`src/hw/cpuPkg.sv`:
```
/*
 * Pipeline-wide widths and the address and register-index types.
 * Register indices are physical, one bit wider than the architectural
 * 5-bit field, so decode and execute compare 6-bit values.
 * Addresses are in the fetch unit's own address units.
 */
`default_nettype none

package cpuPkg;

    // ========================================
    // Widths
    // ========================================

    localparam int ADDR_WIDTH     = 32;             // Program address width
    localparam int REG_ADDR_WIDTH = 6;              // Physical register index width

    // ========================================
    // Types
    // ========================================

    // Instruction address as seen by fetch and the branch resolver
    typedef logic [ADDR_WIDTH-1:0] addr_t;

    // Register index carried by decode and execute
    typedef logic [REG_ADDR_WIDTH-1:0] regAddr_t;

endpackage : cpuPkg

`default_nettype wire

```
`src/hw/hazardPkg.sv`:
```
/*
 * Redirect controller encodings.
 * The state only tells whether a redirect is held for a stalled fetch.
 * The owed smash is kept apart from the state since it can overlap
 * either state. Needs cpuPkg compiled first.
 */
`default_nettype none

package hazardPkg;

    // ========================================
    // Redirect controller state
    // ========================================

    typedef enum logic [1:0] {
        IDLE = 2'd0,                                // No redirect pending
        HELD = 2'd1                                 // Redirect waits for fetch to unstall
    } redirState_t;

    // ========================================
    // Branch revert
    // ========================================

    // Resume point after the delay slot, relative to the branch's own PC
    localparam cpuPkg::addr_t REVERT_OFFSET = 2;

endpackage : hazardPkg

`default_nettype wire

```
`src/hw/hazardUnit.sv`:
```
/*
 * Hazard and redirect control, top level.
 * Joins the redirect controller and the stage validator.
 * The redirect path sees the gated IF stall, so nothing is held
 * outside the run window unless a correction arrives there.
 */
`timescale 1ns/1ns
`default_nettype none

module hazardUnit
(
    input  wire                   i_Clk,
    input  wire                   i_Reset_n,

    // Run window
    input  wire                   i_FlashLoader_Done,
    input  wire                   i_Done,

    // Branch prediction and resolution
    input  wire                   i_Is_Branch,
    input  wire                   i_Taken,
    input  wire cpuPkg::addr_t    i_Branch_Target,
    input  wire                   i_Was_Branch,
    input  wire                   i_Was_Taken,
    input  wire cpuPkg::addr_t    i_PC_Branch,
    input  wire                   i_EX_Branch,
    input  wire cpuPkg::addr_t    i_EX_Branch_Target,

    // Memory status
    input  wire                   i_IF_Done,
    input  wire                   i_MEM_Done,

    // Decode
    input  wire                   i_DEC_Uses_RS,
    input  wire cpuPkg::regAddr_t i_DEC_RS_Addr,
    input  wire                   i_DEC_Uses_RT,
    input  wire cpuPkg::regAddr_t i_DEC_RT_Addr,
    input  wire                   i_DEC_Branch_Instruction,

    // Execute
    input  wire                   i_EX_Writes_Back,
    input  wire                   i_EX_Uses_Mem,
    input  wire cpuPkg::regAddr_t i_EX_Write_Addr,

    // Fetch redirect
    output logic                  o_IF_Branch,
    output cpuPkg::addr_t         o_IF_Branch_Target,
    output logic                  o_Smash_Pending,

    // Stage validation
    output logic                  o_IF_Stall,
    output logic                  o_IF_Smash,
    output logic                  o_DEC_Stall,
    output logic                  o_DEC_Smash,
    output logic                  o_EX_Stall,
    output logic                  o_EX_Smash,
    output logic                  o_MEM_Stall,
    output logic                  o_MEM_Smash,
    output logic                  o_WB_Stall,
    output logic                  o_WB_Smash
);

    logic ifStall;                                  // Validator to controller
    logic correct;                                  // Misprediction in EX
    logic smashOwed;                                // Registered owed smash

    assign o_IF_Stall      = ifStall;
    assign o_Smash_Pending = smashOwed;

    redirectCtrl redirectCtrl_inst (
        .i_Clk              (i_Clk),
        .i_Reset_n          (i_Reset_n),
        .i_Is_Branch        (i_Is_Branch),
        .i_Taken            (i_Taken),
        .i_Branch_Target    (i_Branch_Target),
        .i_Was_Branch       (i_Was_Branch),
        .i_Was_Taken        (i_Was_Taken),
        .i_PC_Branch        (i_PC_Branch),
        .i_EX_Branch        (i_EX_Branch),
        .i_EX_Branch_Target (i_EX_Branch_Target),
        .i_IF_Done          (i_IF_Done),
        .i_IF_Stall         (ifStall),
        .o_Correct          (correct),
        .o_Smash_Owed       (smashOwed),
        .o_IF_Branch        (o_IF_Branch),
        .o_IF_Branch_Target (o_IF_Branch_Target)
    );

    pipeValidate pipeValidate_inst (
        .i_FlashLoader_Done       (i_FlashLoader_Done),
        .i_Done                   (i_Done),
        .i_IF_Done                (i_IF_Done),
        .i_MEM_Done               (i_MEM_Done),
        .i_DEC_Uses_RS            (i_DEC_Uses_RS),
        .i_DEC_RS_Addr            (i_DEC_RS_Addr),
        .i_DEC_Uses_RT            (i_DEC_Uses_RT),
        .i_DEC_RT_Addr            (i_DEC_RT_Addr),
        .i_DEC_Branch_Instruction (i_DEC_Branch_Instruction),
        .i_EX_Writes_Back         (i_EX_Writes_Back),
        .i_EX_Uses_Mem            (i_EX_Uses_Mem),
        .i_EX_Write_Addr          (i_EX_Write_Addr),
        .i_Correct                (correct),
        .i_Smash_Owed             (smashOwed),
        .o_IF_Stall               (ifStall),
        .o_IF_Smash               (o_IF_Smash),
        .o_DEC_Stall              (o_DEC_Stall),
        .o_DEC_Smash              (o_DEC_Smash),
        .o_EX_Stall               (o_EX_Stall),
        .o_EX_Smash               (o_EX_Smash),
        .o_MEM_Stall              (o_MEM_Stall),
        .o_MEM_Smash              (o_MEM_Smash),
        .o_WB_Stall               (o_WB_Stall),
        .o_WB_Smash               (o_WB_Smash)
    );

endmodule : hazardUnit

`default_nettype wire

```
`src/hw/pipeValidate.sv`:
```
/*
 * Per-stage stall and smash for the five-stage pipeline.
 * Purely combinational, every output follows its inputs in the same cycle.
 * Outside the run window (loader not done, or done seen) all outputs are high.
 * WB is never stalled or smashed while running.
 */
`timescale 1ns/1ns
`default_nettype none

module pipeValidate
(
    // Run window
    input  wire                   i_FlashLoader_Done,
    input  wire                   i_Done,

    // Memory status
    input  wire                   i_IF_Done,         // IMEM output valid
    input  wire                   i_MEM_Done,        // DMEM access complete

    // Decode operands
    input  wire                   i_DEC_Uses_RS,
    input  wire cpuPkg::regAddr_t i_DEC_RS_Addr,
    input  wire                   i_DEC_Uses_RT,
    input  wire cpuPkg::regAddr_t i_DEC_RT_Addr,
    input  wire                   i_DEC_Branch_Instruction,

    // Execute destination
    input  wire                   i_EX_Writes_Back,
    input  wire                   i_EX_Uses_Mem,
    input  wire cpuPkg::regAddr_t i_EX_Write_Addr,

    // From the redirect controller
    input  wire                   i_Correct,
    input  wire                   i_Smash_Owed,

    output logic                  o_IF_Stall,
    output logic                  o_IF_Smash,
    output logic                  o_DEC_Stall,
    output logic                  o_DEC_Smash,
    output logic                  o_EX_Stall,
    output logic                  o_EX_Smash,
    output logic                  o_MEM_Stall,
    output logic                  o_MEM_Smash,
    output logic                  o_WB_Stall,
    output logic                  o_WB_Smash
);

    logic executing;                                // Inside the run window
    logic rsHit;
    logic rtHit;
    logic loadUse;                                  // Decode reads a pending load
    logic branchWait;                               // Branch waits for delay-slot fetch

    // Stage conditions while executing
    logic memStallRun;
    logic exStallRun;
    logic decStallRun;
    logic decSmashRun;
    logic ifStallRun;
    logic ifSmashRun;

    assign executing = i_FlashLoader_Done && !i_Done;

    // ========================================
    // Decode hazards
    // ========================================

    assign rsHit      = i_DEC_Uses_RS && (i_EX_Write_Addr == i_DEC_RS_Addr);
    assign rtHit      = i_DEC_Uses_RT && (i_EX_Write_Addr == i_DEC_RT_Addr);
    assign loadUse    = i_EX_Writes_Back && i_EX_Uses_Mem && (rsHit || rtHit);
    assign branchWait = i_DEC_Branch_Instruction && !i_IF_Done;

    // ========================================
    // Stall chain, back to front
    // ========================================

    assign memStallRun = !i_MEM_Done;               // WB never stalls, only DMEM holds MEM
    assign exStallRun  = memStallRun;
    assign decStallRun = branchWait || loadUse || exStallRun;
    assign decSmashRun = branchWait || loadUse;     // Keep the bubble out of EX
    assign ifStallRun  = decStallRun || !i_IF_Done;
    // Wrong-path or invalid fetch never reaches decode
    assign ifSmashRun  = i_Correct || !i_IF_Done || i_Smash_Owed;

    // ========================================
    // Run gate
    // ========================================

    assign o_WB_Stall  = !executing;                // WB always retires while running
    assign o_WB_Smash  = !executing;
    assign o_MEM_Stall = !executing || memStallRun;
    assign o_MEM_Smash = !executing || !i_MEM_Done; // No write back of a partial load
    assign o_EX_Stall  = !executing || exStallRun;
    assign o_EX_Smash  = !executing;                // EX is never smashed while running
    assign o_DEC_Stall = !executing || decStallRun;
    assign o_DEC_Smash = !executing || decSmashRun;
    assign o_IF_Stall  = !executing || ifStallRun;
    assign o_IF_Smash  = !executing || ifSmashRun;

endmodule : pipeValidate

`default_nettype wire

```
`src/hw/redirectCtrl.sv`:
```
/*
 * Fetch redirect selection for the branch-history-table scheme.
 * Prediction comes from outside, this block only applies and corrects it.
 * Rules 1 to 3 act in the same cycle; a correction seen while fetch is
 * stalled is held and replayed until fetch unstalls.
 * No run gating here, the validator owns the run window.
 */
`timescale 1ns/1ns
`default_nettype none

module redirectCtrl
(
    input  wire                 i_Clk,
    input  wire                 i_Reset_n,

    // Branch prediction and resolution
    input  wire                 i_Is_Branch,        // Decode holds a branch
    input  wire                 i_Taken,            // ...predicted taken
    input  wire cpuPkg::addr_t  i_Branch_Target,    // Predicted target
    input  wire                 i_Was_Branch,       // A branch is resolving in EX
    input  wire                 i_Was_Taken,        // It had been predicted taken
    input  wire cpuPkg::addr_t  i_PC_Branch,        // Its own PC
    input  wire                 i_EX_Branch,        // EX says taken
    input  wire cpuPkg::addr_t  i_EX_Branch_Target,

    // Fetch status
    input  wire                 i_IF_Done,          // IMEM output valid this cycle
    input  wire                 i_IF_Stall,         // Fetch held by the stall chain

    output logic                o_Correct,          // Misprediction resolving now
    output logic                o_Smash_Owed,       // Discard the fetch in flight
    output logic                o_IF_Branch,
    output cpuPkg::addr_t       o_IF_Branch_Target
);

    // ========================================
    // Rule decode
    // ========================================

    logic                   correctTaken;           // Rule 1
    logic                   revertBranch;           // Rule 2
    logic                   predictTaken;           // Rule 3
    logic                   heldActive;             // Rule 4
    cpuPkg::addr_t          revertAddr;
    cpuPkg::addr_t          correctAddr;            // Target of rule 1 or 2

    hazardPkg::redirState_t stateQ;
    hazardPkg::redirState_t stateD;
    cpuPkg::addr_t          heldAddrQ;
    logic                   smashOwedQ;

    assign correctTaken = i_EX_Branch && !i_Was_Taken;
    assign revertBranch = i_Was_Branch && i_Was_Taken && !i_EX_Branch;
    assign predictTaken = i_Is_Branch && i_Taken;
    assign heldActive   = (stateQ == hazardPkg::HELD);

    assign revertAddr   = i_PC_Branch + hazardPkg::REVERT_OFFSET;  // Skip the delay slot
    assign correctAddr  = correctTaken ? i_EX_Branch_Target : revertAddr;

    assign o_Correct    = correctTaken || revertBranch;
    assign o_Smash_Owed = smashOwedQ;

    // Highest applicable rule wins
    always_comb
    begin
        o_IF_Branch        = 1'b1;
        o_IF_Branch_Target = heldAddrQ;             // Also the idle value
        if (correctTaken)
        begin
            o_IF_Branch_Target = i_EX_Branch_Target;
        end
        else if (revertBranch)
        begin
            o_IF_Branch_Target = revertAddr;
        end
        else if (predictTaken)
        begin
            o_IF_Branch_Target = i_Branch_Target;
        end
        else if (!heldActive)
        begin
            o_IF_Branch = 1'b0;                     // Nothing to redirect
        end
    end

    // ========================================
    // Held redirect FSM
    // ========================================

    always_comb
    begin
        stateD = stateQ;
        case (stateQ)
            hazardPkg::IDLE:
            begin
                if (o_Correct && i_IF_Stall)
                    stateD = hazardPkg::HELD;       // Fetch cannot take it yet
            end
            hazardPkg::HELD:
            begin
                if (!i_IF_Stall)
                    stateD = hazardPkg::IDLE;       // Fetch took the redirect this cycle
            end
            default:
            begin
                stateD = hazardPkg::IDLE;
            end
        endcase
    end

    always_ff @(posedge i_Clk or negedge i_Reset_n)
    begin
        if (!i_Reset_n)
        begin
            stateQ    <= hazardPkg::IDLE;
            heldAddrQ <= '0;
        end
        else
        begin
            stateQ <= stateD;
            // Newer correction replaces the held one
            if (o_Correct && i_IF_Stall)
                heldAddrQ <= correctAddr;           // Latch at the correcting edge
        end
    end

    // ========================================
    // Owed smash
    // ========================================

    // The fetch in flight at a correction fetched the wrong path
    always_ff @(posedge i_Clk or negedge i_Reset_n)
    begin
        if (!i_Reset_n)
            smashOwedQ <= 1'b0;
        else if (o_Correct && !i_IF_Done)
            smashOwedQ <= 1'b1;
        else if (i_IF_Done)
            smashOwedQ <= 1'b0;                     // Smash applied during this cycle
    end

endmodule : redirectCtrl

`default_nettype wire

```
`config.mk`:
```
export PLATFORM = sky130hd
export DESIGN_NAME = hazardUnit
export DESIGN_NICKNAME = d
export VERILOG_FILES = /design/src/hw/cpuPkg.sv /design/src/hw/hazardPkg.sv /design/src/hw/hazardUnit.sv /design/src/hw/pipeValidate.sv /design/src/hw/redirectCtrl.sv
export SDC_FILE = /design/constraint.sdc
export NUM_CORES = 1
export LEC_CHECK = 0
export ABC_CLOCK_PERIOD_IN_PS = 2500
export BUFFER_PORTS_ARGS = -buffer_cell sky130_fd_sc_hd__buf_4
export CAP_MARGIN = 20
export CORE_ASPECT_RATIO = 0.8
export CORE_MARGIN = 3
export CORE_UTILIZATION = 46
export DETAILED_ROUTE_END_ITERATION = 7
export PLACE_DENSITY = 0.94
export SLEW_MARGIN = 20
export SYNTH_ARGS = -nofsm -noshare
export SYNTH_HDL_FRONTEND = slang
export SYNTH_SLANG_ARGS = --single-unit
```
`constraint.sdc`:
```
create_clock -name i_Clk -period 2.5 [get_ports i_Clk]
set_clock_uncertainty 0.2 [all_clocks]
set_input_delay 0.5 -clock i_Clk [delete_from_list [all_inputs] [get_ports i_Clk]]
set_output_delay 0.5 -clock i_Clk [all_outputs]
set_load 0.005 [all_outputs]
```
; Word-level counts from Yosys, hierarchy flattened
; Cells that the tools add are included.
[totals]
register_bits = 35
output_inout_bits = 44
[classes]
n_reduce_logical = 33
mux = 13
n_addsub = 1
n_eq_ne = 5
[op_table]
columns = cell, n
row1 = 32-bit 2-to-1 mux, 4
row2 = "32-bit by 2-bit adder with 32-bit output, second input constant", 1
row3 = 6-bit == test, 2
row4 = 1-bit logical AND, 12
row5 = 1-bit logical OR, 12
row6 = 1-bit logical NOT, 6
row7 = 1-bit 2-to-1 mux, 6
row8 = 2-bit 2-to-1 mux, 2
row9 = 2-bit one-hot mux with 2 select lines, 1
row10 = "2-bit by 1-bit == test with 1-bit output, second input constant", 1
row11 = 2-bit logical NOT, 1
row12 = "2-bit by 1-bit != test with 1-bit output, second input constant", 1
row13 = "2-bit != test, second input constant", 1
row14 = 2-bit AND reduction, 1
row15 = 2-bit nonzero test, 1

; Longest topological paths before layout
; Gate-level depths: netlist of run 1.
[depth]
depth_word = 11
mapped_depth = 8
depth_no_buf = 7

; Modules after synthesis
; Synthesis of run 1 repeated with hierarchy kept, for this count alone.
[hier_totals]
cells_unflattened = 458
area_unflattened_um2 = 3331.9
[modules_own_cells]
columns = mod, area_per_inst_um2, instances, cells_each
row1 = redirectCtrl, 3108.0, 1, 426
row2 = pipeValidate, 224.0, 1, 32

; Least setup slack after synthesis of run 1
; Ideal clock, no wire load.
[synth_path]
kind = input -> output
startpoint = in i_PC_Branch[13]
endpoint = out o_IF_Branch_Target[23]
path_buffers = 1
cell_stages = 7
t_arrival_ns = 1.811
setup_slack_ns = -0.011
path_cell_list = nand4_2 > or3_1 > buf_6 > nor4_1 > xor2_1 > a22oi_1 > o21ai_0
[synth_between]
elab_chain_cells = 3
[synth_rtl]
columns = element, line
row1 = "start, declared", hazardUnit.sv:25  ; input wire cpuPkg::addr_t i_PC_Branch,
row2 = 32-bit by 2-bit adder with 32-bit output, redirectCtrl.sv:57  ; assign revertAddr = i_PC_Branch + hazardPkg::REVERT_OFFSET;
row3 = 32-bit 2-to-1 mux, redirectCtrl.sv:72  ; else if (revertBranch)
row4 = 32-bit 2-to-1 mux, redirectCtrl.sv:68  ; if (correctTaken)
row5 = "end, declared", hazardUnit.sv:47  ; output cpuPkg::addr_t o_IF_Branch_Target,
; No other way between the ends.

; Final worst setup path of run 1
[layout_path]
startpoint = in i_PC_Branch[10]
endpoint = out o_IF_Branch_Target[18]
; Same word-level chain as after synthesis.

==> results of run 1 <==
-- registers in the layout, indices dropped and copies added (netlist names) --
name,flops
redirectCtrl_inst.heldAddrQ,32
redirectCtrl_inst.o_Smash_Owed,1
redirectCtrl_inst.stateQ,1
-- worst max-delay path by stage --
stage,to,cells past startpoint
finish,o_IF_Branch_Target[18],8
global route,o_IF_Branch_Target[18],8
CTS,o_IF_Branch_Target[22],9
detailed placement,o_IF_Branch_Target[15],10
global placement,o_IF_Branch_Target[15],10
floorplan,o_IF_Branch_Target[20],7
-- through the flow --
stage | cell area (um^2) | hold WS [ns] | cells | setup WS, ns | util
finish | 5840 | 0.205 | 752 | -0.374 | 0.879
global route | 5840 | 0.197 | 752 | -0.333 | 0.879
CTS | 5480 | 0.205 | 740 | -0.223 | 0.826
detailed placement | 5050 | 0.269 | 721 | -0.370 | 0.762
global placement | 5050 | 0.260 | 721 | -0.376 | 0.762
floorplan | 3290 | 0.00441 | 436 | 0.0294 | -
-- cells by family after synthesis --
| logic type | share of synthesized area |
|---|---|
| mux | 0.0370 |
| simple gates | 0.271 |
| xor+xnor | 0.107 |
| flops | 0.259 |
| fa+ha+maj | 0.00381 |
| buf+inv | 0.0630 |
| compound gates | 0.259 |
-- cell usage after synthesis, drive strengths merged (5+ instances only) --
library cell / n
nand2: 79
a21oi: 41
dfrtp: 34
o21ai: 31
nor2: 26
xor2: 23
clkbuf: 21
nand3: 20
xnor2: 17
nand4: 14
buf: 11
inv: 11
nor4: 11
nor3: 9
mux2: 6
o22ai: 6
a21o: 5
a22oi: 5
a2bb2oi: 5
and3: 5
mux2i: 5
o22a: 5
-- final cells by class --
type | instances | area [um^2] | share of cell area
Multi-Input combinational cell | 359 | 2660 | 0.455
Timing Repair Buffer | 257 | 2100 | 0.361
Sequential cell | 34 | 851 | 0.146
Tap cell | 84 | 105 | 0.0180
Clock buffer | 5 | 68.8 | 0.0118
Inverter | 11 | 41.3 | 0.00708
Clock inverter | 2 | 10.0 | 0.00172
-- report_power, final --
group | total (W) | switching [W] | internal, W
registers | 0.000701 | 0.0000606 | 0.000640
clock network | 0.000416 | 0.000228 | 0.000188
logic | 0.00105 | 0.000497 | 0.000552
total | 0.00217 | 0.000786 | 0.00138
-- timing repair --
action,4_1_cts,5_1_grt
setup buffers,12,13
hold buffers,1,0
pin swaps,39,36
resized for setup,64,58
hold endpoints to repair,34,0
endpoints found under the setup margin,23,28
-- routing by layer --
metal / part of all wire / GRT usage / vias up
li1: - / - / 2025
met2: 0.48 / 0.598 / 507
met5: 0 / 0 / -
met4: 0.069 / 0.156 / 0
met1: 0.33 / 0.389 / 2221
met3: 0.12 / 0.0900 / 132
-- cells in the final DEF, fill, tap and decap left out, types with 4 or more instances in the layout --
master     count
nor4_4         8
a21oi_1       35
o21ai_0        8
a22oi_1        4
xor2_1        17
dfrtp_1       34
o21ai_1       22
mux2i_1        5
o2bb2a_1       4
and3_1         4
buf_6         20
o211ai_1       4
inv_1         10
nor2_1        18
xnor2_2       12
nand2_1       76
a21oi_2        6
nand4_1       13
a2bb2oi_1      5
nor3_1         5
clkbuf_8       5
o22a_1         5
nand3_1       17
a21o_1         5
buf_12         6
nor2_2         7
buf_4        227
xor2_2         6
==> results.py, run 1 <==
metrics = {
    "power_and_ir_drop": {
        "power_w": 0.00217,
        "cellPowerDensity_nw_per_um2": 371,
        "vdd_drop_max_mv": 0.302,
        "leakagePower_nw": 2.78,
    },
    "global_route": {
        "grt_pass1_wl_um": 21900,
        "grt_pass1_vias": 4439,
        "grt_usage": 0.340,
        "grt_start_max_net_pins": 37,
        "antenna_found_initial": 0,
        "grt-ovfl-total": 0,
    },
    "detailed_routing": {
        "wire_per_inst_um": 23.5,
        "ant_nets": 0,
        "viasPerCell": 6.50,
        "drt_first_pass_iters": 5,
        "vias": 4885,
        "drtIter0Drc": 505,
        "drc": 0,
        "routed_wl_um": 17700,
    },
    "logic_synthesis": {
        "seq_area_frac_synth": 0.259,
        "syn_nets": 567,
        "ys_warn_count": 0,
        "syn-cell-area_um2": 3280,
        "async_reset_ff_frac": 1.00,
        "ys_ff_latch": 34,
        "netlist-cell-type-count": 58,
        "synth_top_area_share": 0.259,
        "ys.flop_type": "dfrtp_1",
        "syn_avg_cell_area_um2": 7.52,
        "synthTopCellsByArea": "dfrtp_1 (26%), nand2_1 (9.0%), xor2_1 (6.1%), a21oi_1 (6.1%), xnor2_1 (4.5%)",
        "synth_edf_count": 0,
        "synth_top_cell_by_area": "dfrtp_1",
        "syn_inst": 436,
    },
    "setup_path": {
        "max_stage_delay_ns": 0.42,
        "cpMaxStageDelayCell": "or3_4",
        "reg2reg_slack_ns": 1.47,
        "critPathTopFamily": "simple AND/OR/NAND/NOR gates",
        "end_kind": "output pin",
        "crit_start": "i_PC_Branch[10]",
        "critical_path_arrival_ns": 2.17,
        "setup.worst_path.start_class": "input port",
        "r2r_start": "redirectCtrl_inst.heldAddrQ[3]",
        "reg2reg_to": "redirectCtrl_inst.heldAddrQ[3]",
        "rr_worst_depth": 1,
        "crit_chain": "buf_6 -> nand4_1 -> or3_4 -> nor3_1 -> xor2_1 -> o21ai_2 -> o21ai_1 -> buf_4",
        "critPathKind": "input port to output pin",
        "path_buf_inv": 2,
        "path_max_fanout": 4,
        "required_ns": 1.80,
    },
    "placement": {
        "dp_hpwl_um": 10500,
        "io_buffers": 173,
        "place.gp.congestion": 1.03,
    },
    "die": {
        "die_h_um": 81.5,
        "ios": 174,
        "start_util": 0.494,
        "die_w_um": 100,
        "dieArea_um2": 8180,
        "placement_rows": 26,
        "core-area_um2": 6640,
    },
    "sta": {
        "hold_viol": 0,
        "setup_violations": 26,
        "max_clock_freq_ghz": 0.348,
        "worst_slack_ns": -0.374,
        "rsz0062_at_grt": "yes",
        "max-slew-margin-rel": 0.653,
        "slew_viol_final": 0,
        "tightest_slew_ns": 0.520,
        "fin_crit_sh": 1.15,
        "fin_tns_setup_ns": -3.66,
        "finalCriticalPeriod_ns": 2.87,
    },
    "worst_hold_path": {
        "hold_class": "input port to register",
        "hold_start": "i_IF_Done",
        "worstHoldPathCells": 2,
        "min_to": "redirectCtrl_inst.o_Smash_Owed",
    },
    "cts": {
        "numCtsBuffers": 5,
        "clk_path_buf_depth": 2,
        "htreeDepth": 2,
        "root_buffer": "clkbuf_8",
        "cts.sinks": 34,
        "clk_pin_slew_ns": 0.08,
        "cts_tree": "done",
        "clk_latency_ns": 0.29,
    },
    "layout": {
        "fillCellCount": 302,
        "nets": 799,
        "n_antenna_cell": 0,
        "area_delta_synth_final_pct": 77.9,
        "layout-drive-gt1-share": 0.512,
    },
    "run": {
        "drv_cap": 0,
    },
    "run_status": {
        "status": "finished, violations left",
        "violations": "setup timing",
    },
}
Note: power is estimated with default switching activity, not from simulation.
==> run 2: changes to the inputs <==
--- a/config.mk
+++ b/config.mk
@@ -12,7 +12,7 @@
 export CORE_MARGIN = 3
 export CORE_UTILIZATION = 46
 export DETAILED_ROUTE_END_ITERATION = 7
-export PLACE_DENSITY = 0.94
+export PLACE_DENSITY = 0.88
 export SLEW_MARGIN = 20
 export SYNTH_ARGS = -nofsm -noshare
 export SYNTH_HDL_FRONTEND = slang
==> run 2 against run 1 <==
Against the previous run:
- the flow still finishes with violations (setup timing)
- sequential power is 0.6% lower
- routed wire length about the same
- critical path depth up 1
- final cell count up 0.93%
- clock power fell by 4%
- sequential share of layout area hardly changed
- worst setup slack got worse by 0.11 ns
- design area rose by 0.19%
- first-iteration DRC count is 4.6% higher
- register-to-register slack about the same
- critical path type unchanged
- critical endpoint unchanged
- largest power group unchanged
- highest routed layer unchanged
==> results.py, run 2 (synthesized netlist as in run 1, its figures left out) <==
metrics = {
    "power_and_ir_drop": {
        "cellPowerDensity_nw_per_um2": 366,
        "vdd_drop_max_mv": 0.244,
        "leakagePower_nw": 2.81,
    },
    "setup_path": {
        "critPathKind": "input port to output pin",
        "r2r_start": "redirectCtrl_inst.heldAddrQ[3]",
        "crit_chain": "buf_6 -> nand4_1 -> or3_4 -> buf_4 -> nor3_4 -> xor2_1 -> o21ai_2 -> o21ai_1 -> buf_4",
        "path_buf_inv": 3,
        "reg2reg_to": "redirectCtrl_inst.heldAddrQ[3]",
        "setup.worst_path.start_class": "input port",
        "max_stage_delay_ns": 0.44,
        "critical_path_arrival_ns": 2.28,
        "crit_cells": 9,
        "cpMaxStageDelayCell": "or3_4",
        "crit_start": "i_PC_Branch[7]",
        "crit_path_frequent_cell": "buf_4",
        "critPathTopFamily": "simple AND/OR/NAND/NOR gates",
        "rr_worst_depth": 1,
        "path_max_fanout": 6,
        "reg2reg_slack_ns": 1.47,
        "end_kind": "output pin",
        "required_ns": 1.80,
    },
    "sta": {
        "tightest_slew_ns": 0.619,
        "max_clock_freq_ghz": 0.336,
        "slew_viol_final": 0,
        "setup_violations": 23,
        "max-slew-margin-rel": 0.587,
        "hold_viol": 0,
        "worst_slack_ns": -0.480,
        "finalCriticalPeriod_ns": 2.98,
        "fin_crit_sh": 1.19,
        "rsz0062_at_grt": "yes",
    },
    "layout": {
        "finalNonFillerCells": 759,
        "nets": 806,
        "layout-drive-gt1-share": 0.504,
        "top_register": "redirectCtrl_inst.heldAddrQ",
        "layout_commonest_cell": "buf_4",
        "n_antenna_cell": 0,
        "largest_reg_flops": 32,
        "finalInstanceArea_um2": 5850,
        "area_delta_synth_final_pct": 78.3,
        "layout_common_cells": "buf_4 (238), nand2_1 (75), a21oi_1 (35)",
    },
    "detailed_routing": {
        "routed_wl_um": 17700,
        "viasPerCell": 6.65,
        "drtIter0Drc": 528,
        "drc": 0,
        "drt_first_pass_iters": 7,
        "vias": 5047,
        "ant_nets": 0,
        "wire_per_inst_um": 23.3,
    },
    "die": {
        "die_h_um": 81.5,
        "core-area_um2": 6640,
        "dieArea_um2": 8180,
        "ios": 174,
        "placement_rows": 26,
        "die_w_um": 100,
        "start_util": 0.494,
    },
    "run": {
        "drv_cap": 0,
    },
    "run_status": {
        "violations": "setup timing",
        "status": "finished, violations left",
    },
    "placement": {
        "place.gp.congestion": 0.964,
        "io_buffers": 173,
        "place_ws_ns": -0.427,
        "dpl_cell_area_um2": 5060,
        "dp.cells": 725,
        "dp_hpwl_um": 10600,
    },
    "global_route": {
        "grt_usage": 0.349,
        "grt_pass1_vias": 4614,
        "antenna_found_initial": 0,
        "grt-ovfl-total": 0,
        "grt_start_max_net_pins": 38,
        "grt_pass1_wl_um": 22500,
    },
    "worst_hold_path": {
        "hold_class": "input port to register",
        "hold_start": "i_IF_Done",
        "worstHoldPathCells": 2,
        "min_to": "redirectCtrl_inst.o_Smash_Owed",
    },
    "cts": {
        "numCtsBuffers": 5,
        "root_buffer": "clkbuf_8",
        "cts_tree": "done",
        "htreeDepth": 2,
        "clk_pin_slew_ns": 0.07,
        "clk_latency_ns": 0.29,
        "clk_path_buf_depth": 2,
        "cts.sinks": 34,
    },
}
run 2: cell count changes in the layout (fill, tap and decap cells not counted), moves of 3 or more:
cell	previous run	this run
buf_4	227	238
buf_6	20	17
xnor2_1	3	6
xnor2_2	12	9
xor2_1	17	20
xor2_2	6	3
run 2: worst max-delay path by stage:
stage / to
3_3_place_gp: o_IF_Branch_Target[21]
2_1_floorplan: o_IF_Branch_Target[20]
6_report: o_IF_Branch_Target[18]
4_1_cts: o_IF_Branch_Target[26]
3_5_place_dp: o_IF_Branch_Target[26]
5_1_grt: o_IF_Branch_Target[18]
run 2: layer usage:
layer  global-route usage  vias up  share of wire
met5                    0        -              0
met1                0.421     2362           0.34
met2                0.598      499           0.48
met4                0.160        0          0.063
li1                     -     2044              -
met3               0.0789      142           0.12
run 2: repair_timing:
item	in CTS	in global routing
gates resized for setup	64	56
setup endpoints to repair	24	28
cloned	0	0
hold endpoints to repair	34	0
buffers inserted	9	18
pin swaps	21	35
hold buffers	1	0
run 2: per-stage QoR:
| step | util | total power, W | hold WS [ns] | setup TNS (ns) |
|---|---|---|---|---|
| 2_1_floorplan | - | 0.00107 | 0.00441 | 0 |
| 3_3_place_gp | 0.763 | 0.00154 | 0.259 | -5.30 |
| 3_5_place_dp | 0.763 | 0.00157 | 0.266 | -5.79 |
| 4_1_cts | 0.825 | 0.00199 | 0.200 | -2.84 |
| 5_1_grt | 0.881 | 0.00221 | 0.196 | -5.82 |
| 6_report | 0.881 | 0.00214 | 0.187 | -4.68 |
run 2: power by group:
part | switching [W] | internal (W)
Clock | 0.000208 | 0.000192
Sequential | 0.0000566 | 0.000640
Combinational | 0.000495 | 0.000545
Total | 0.000760 | 0.00138
run 2: final cells by class:
class,instances,area [um^2]
inverter,11,41.3
timing repair buffer,264,2130
fill,325,790
multi-input combinational,359,2640
sequential,34,851
tap,84,105
clock buffer,7,76.3
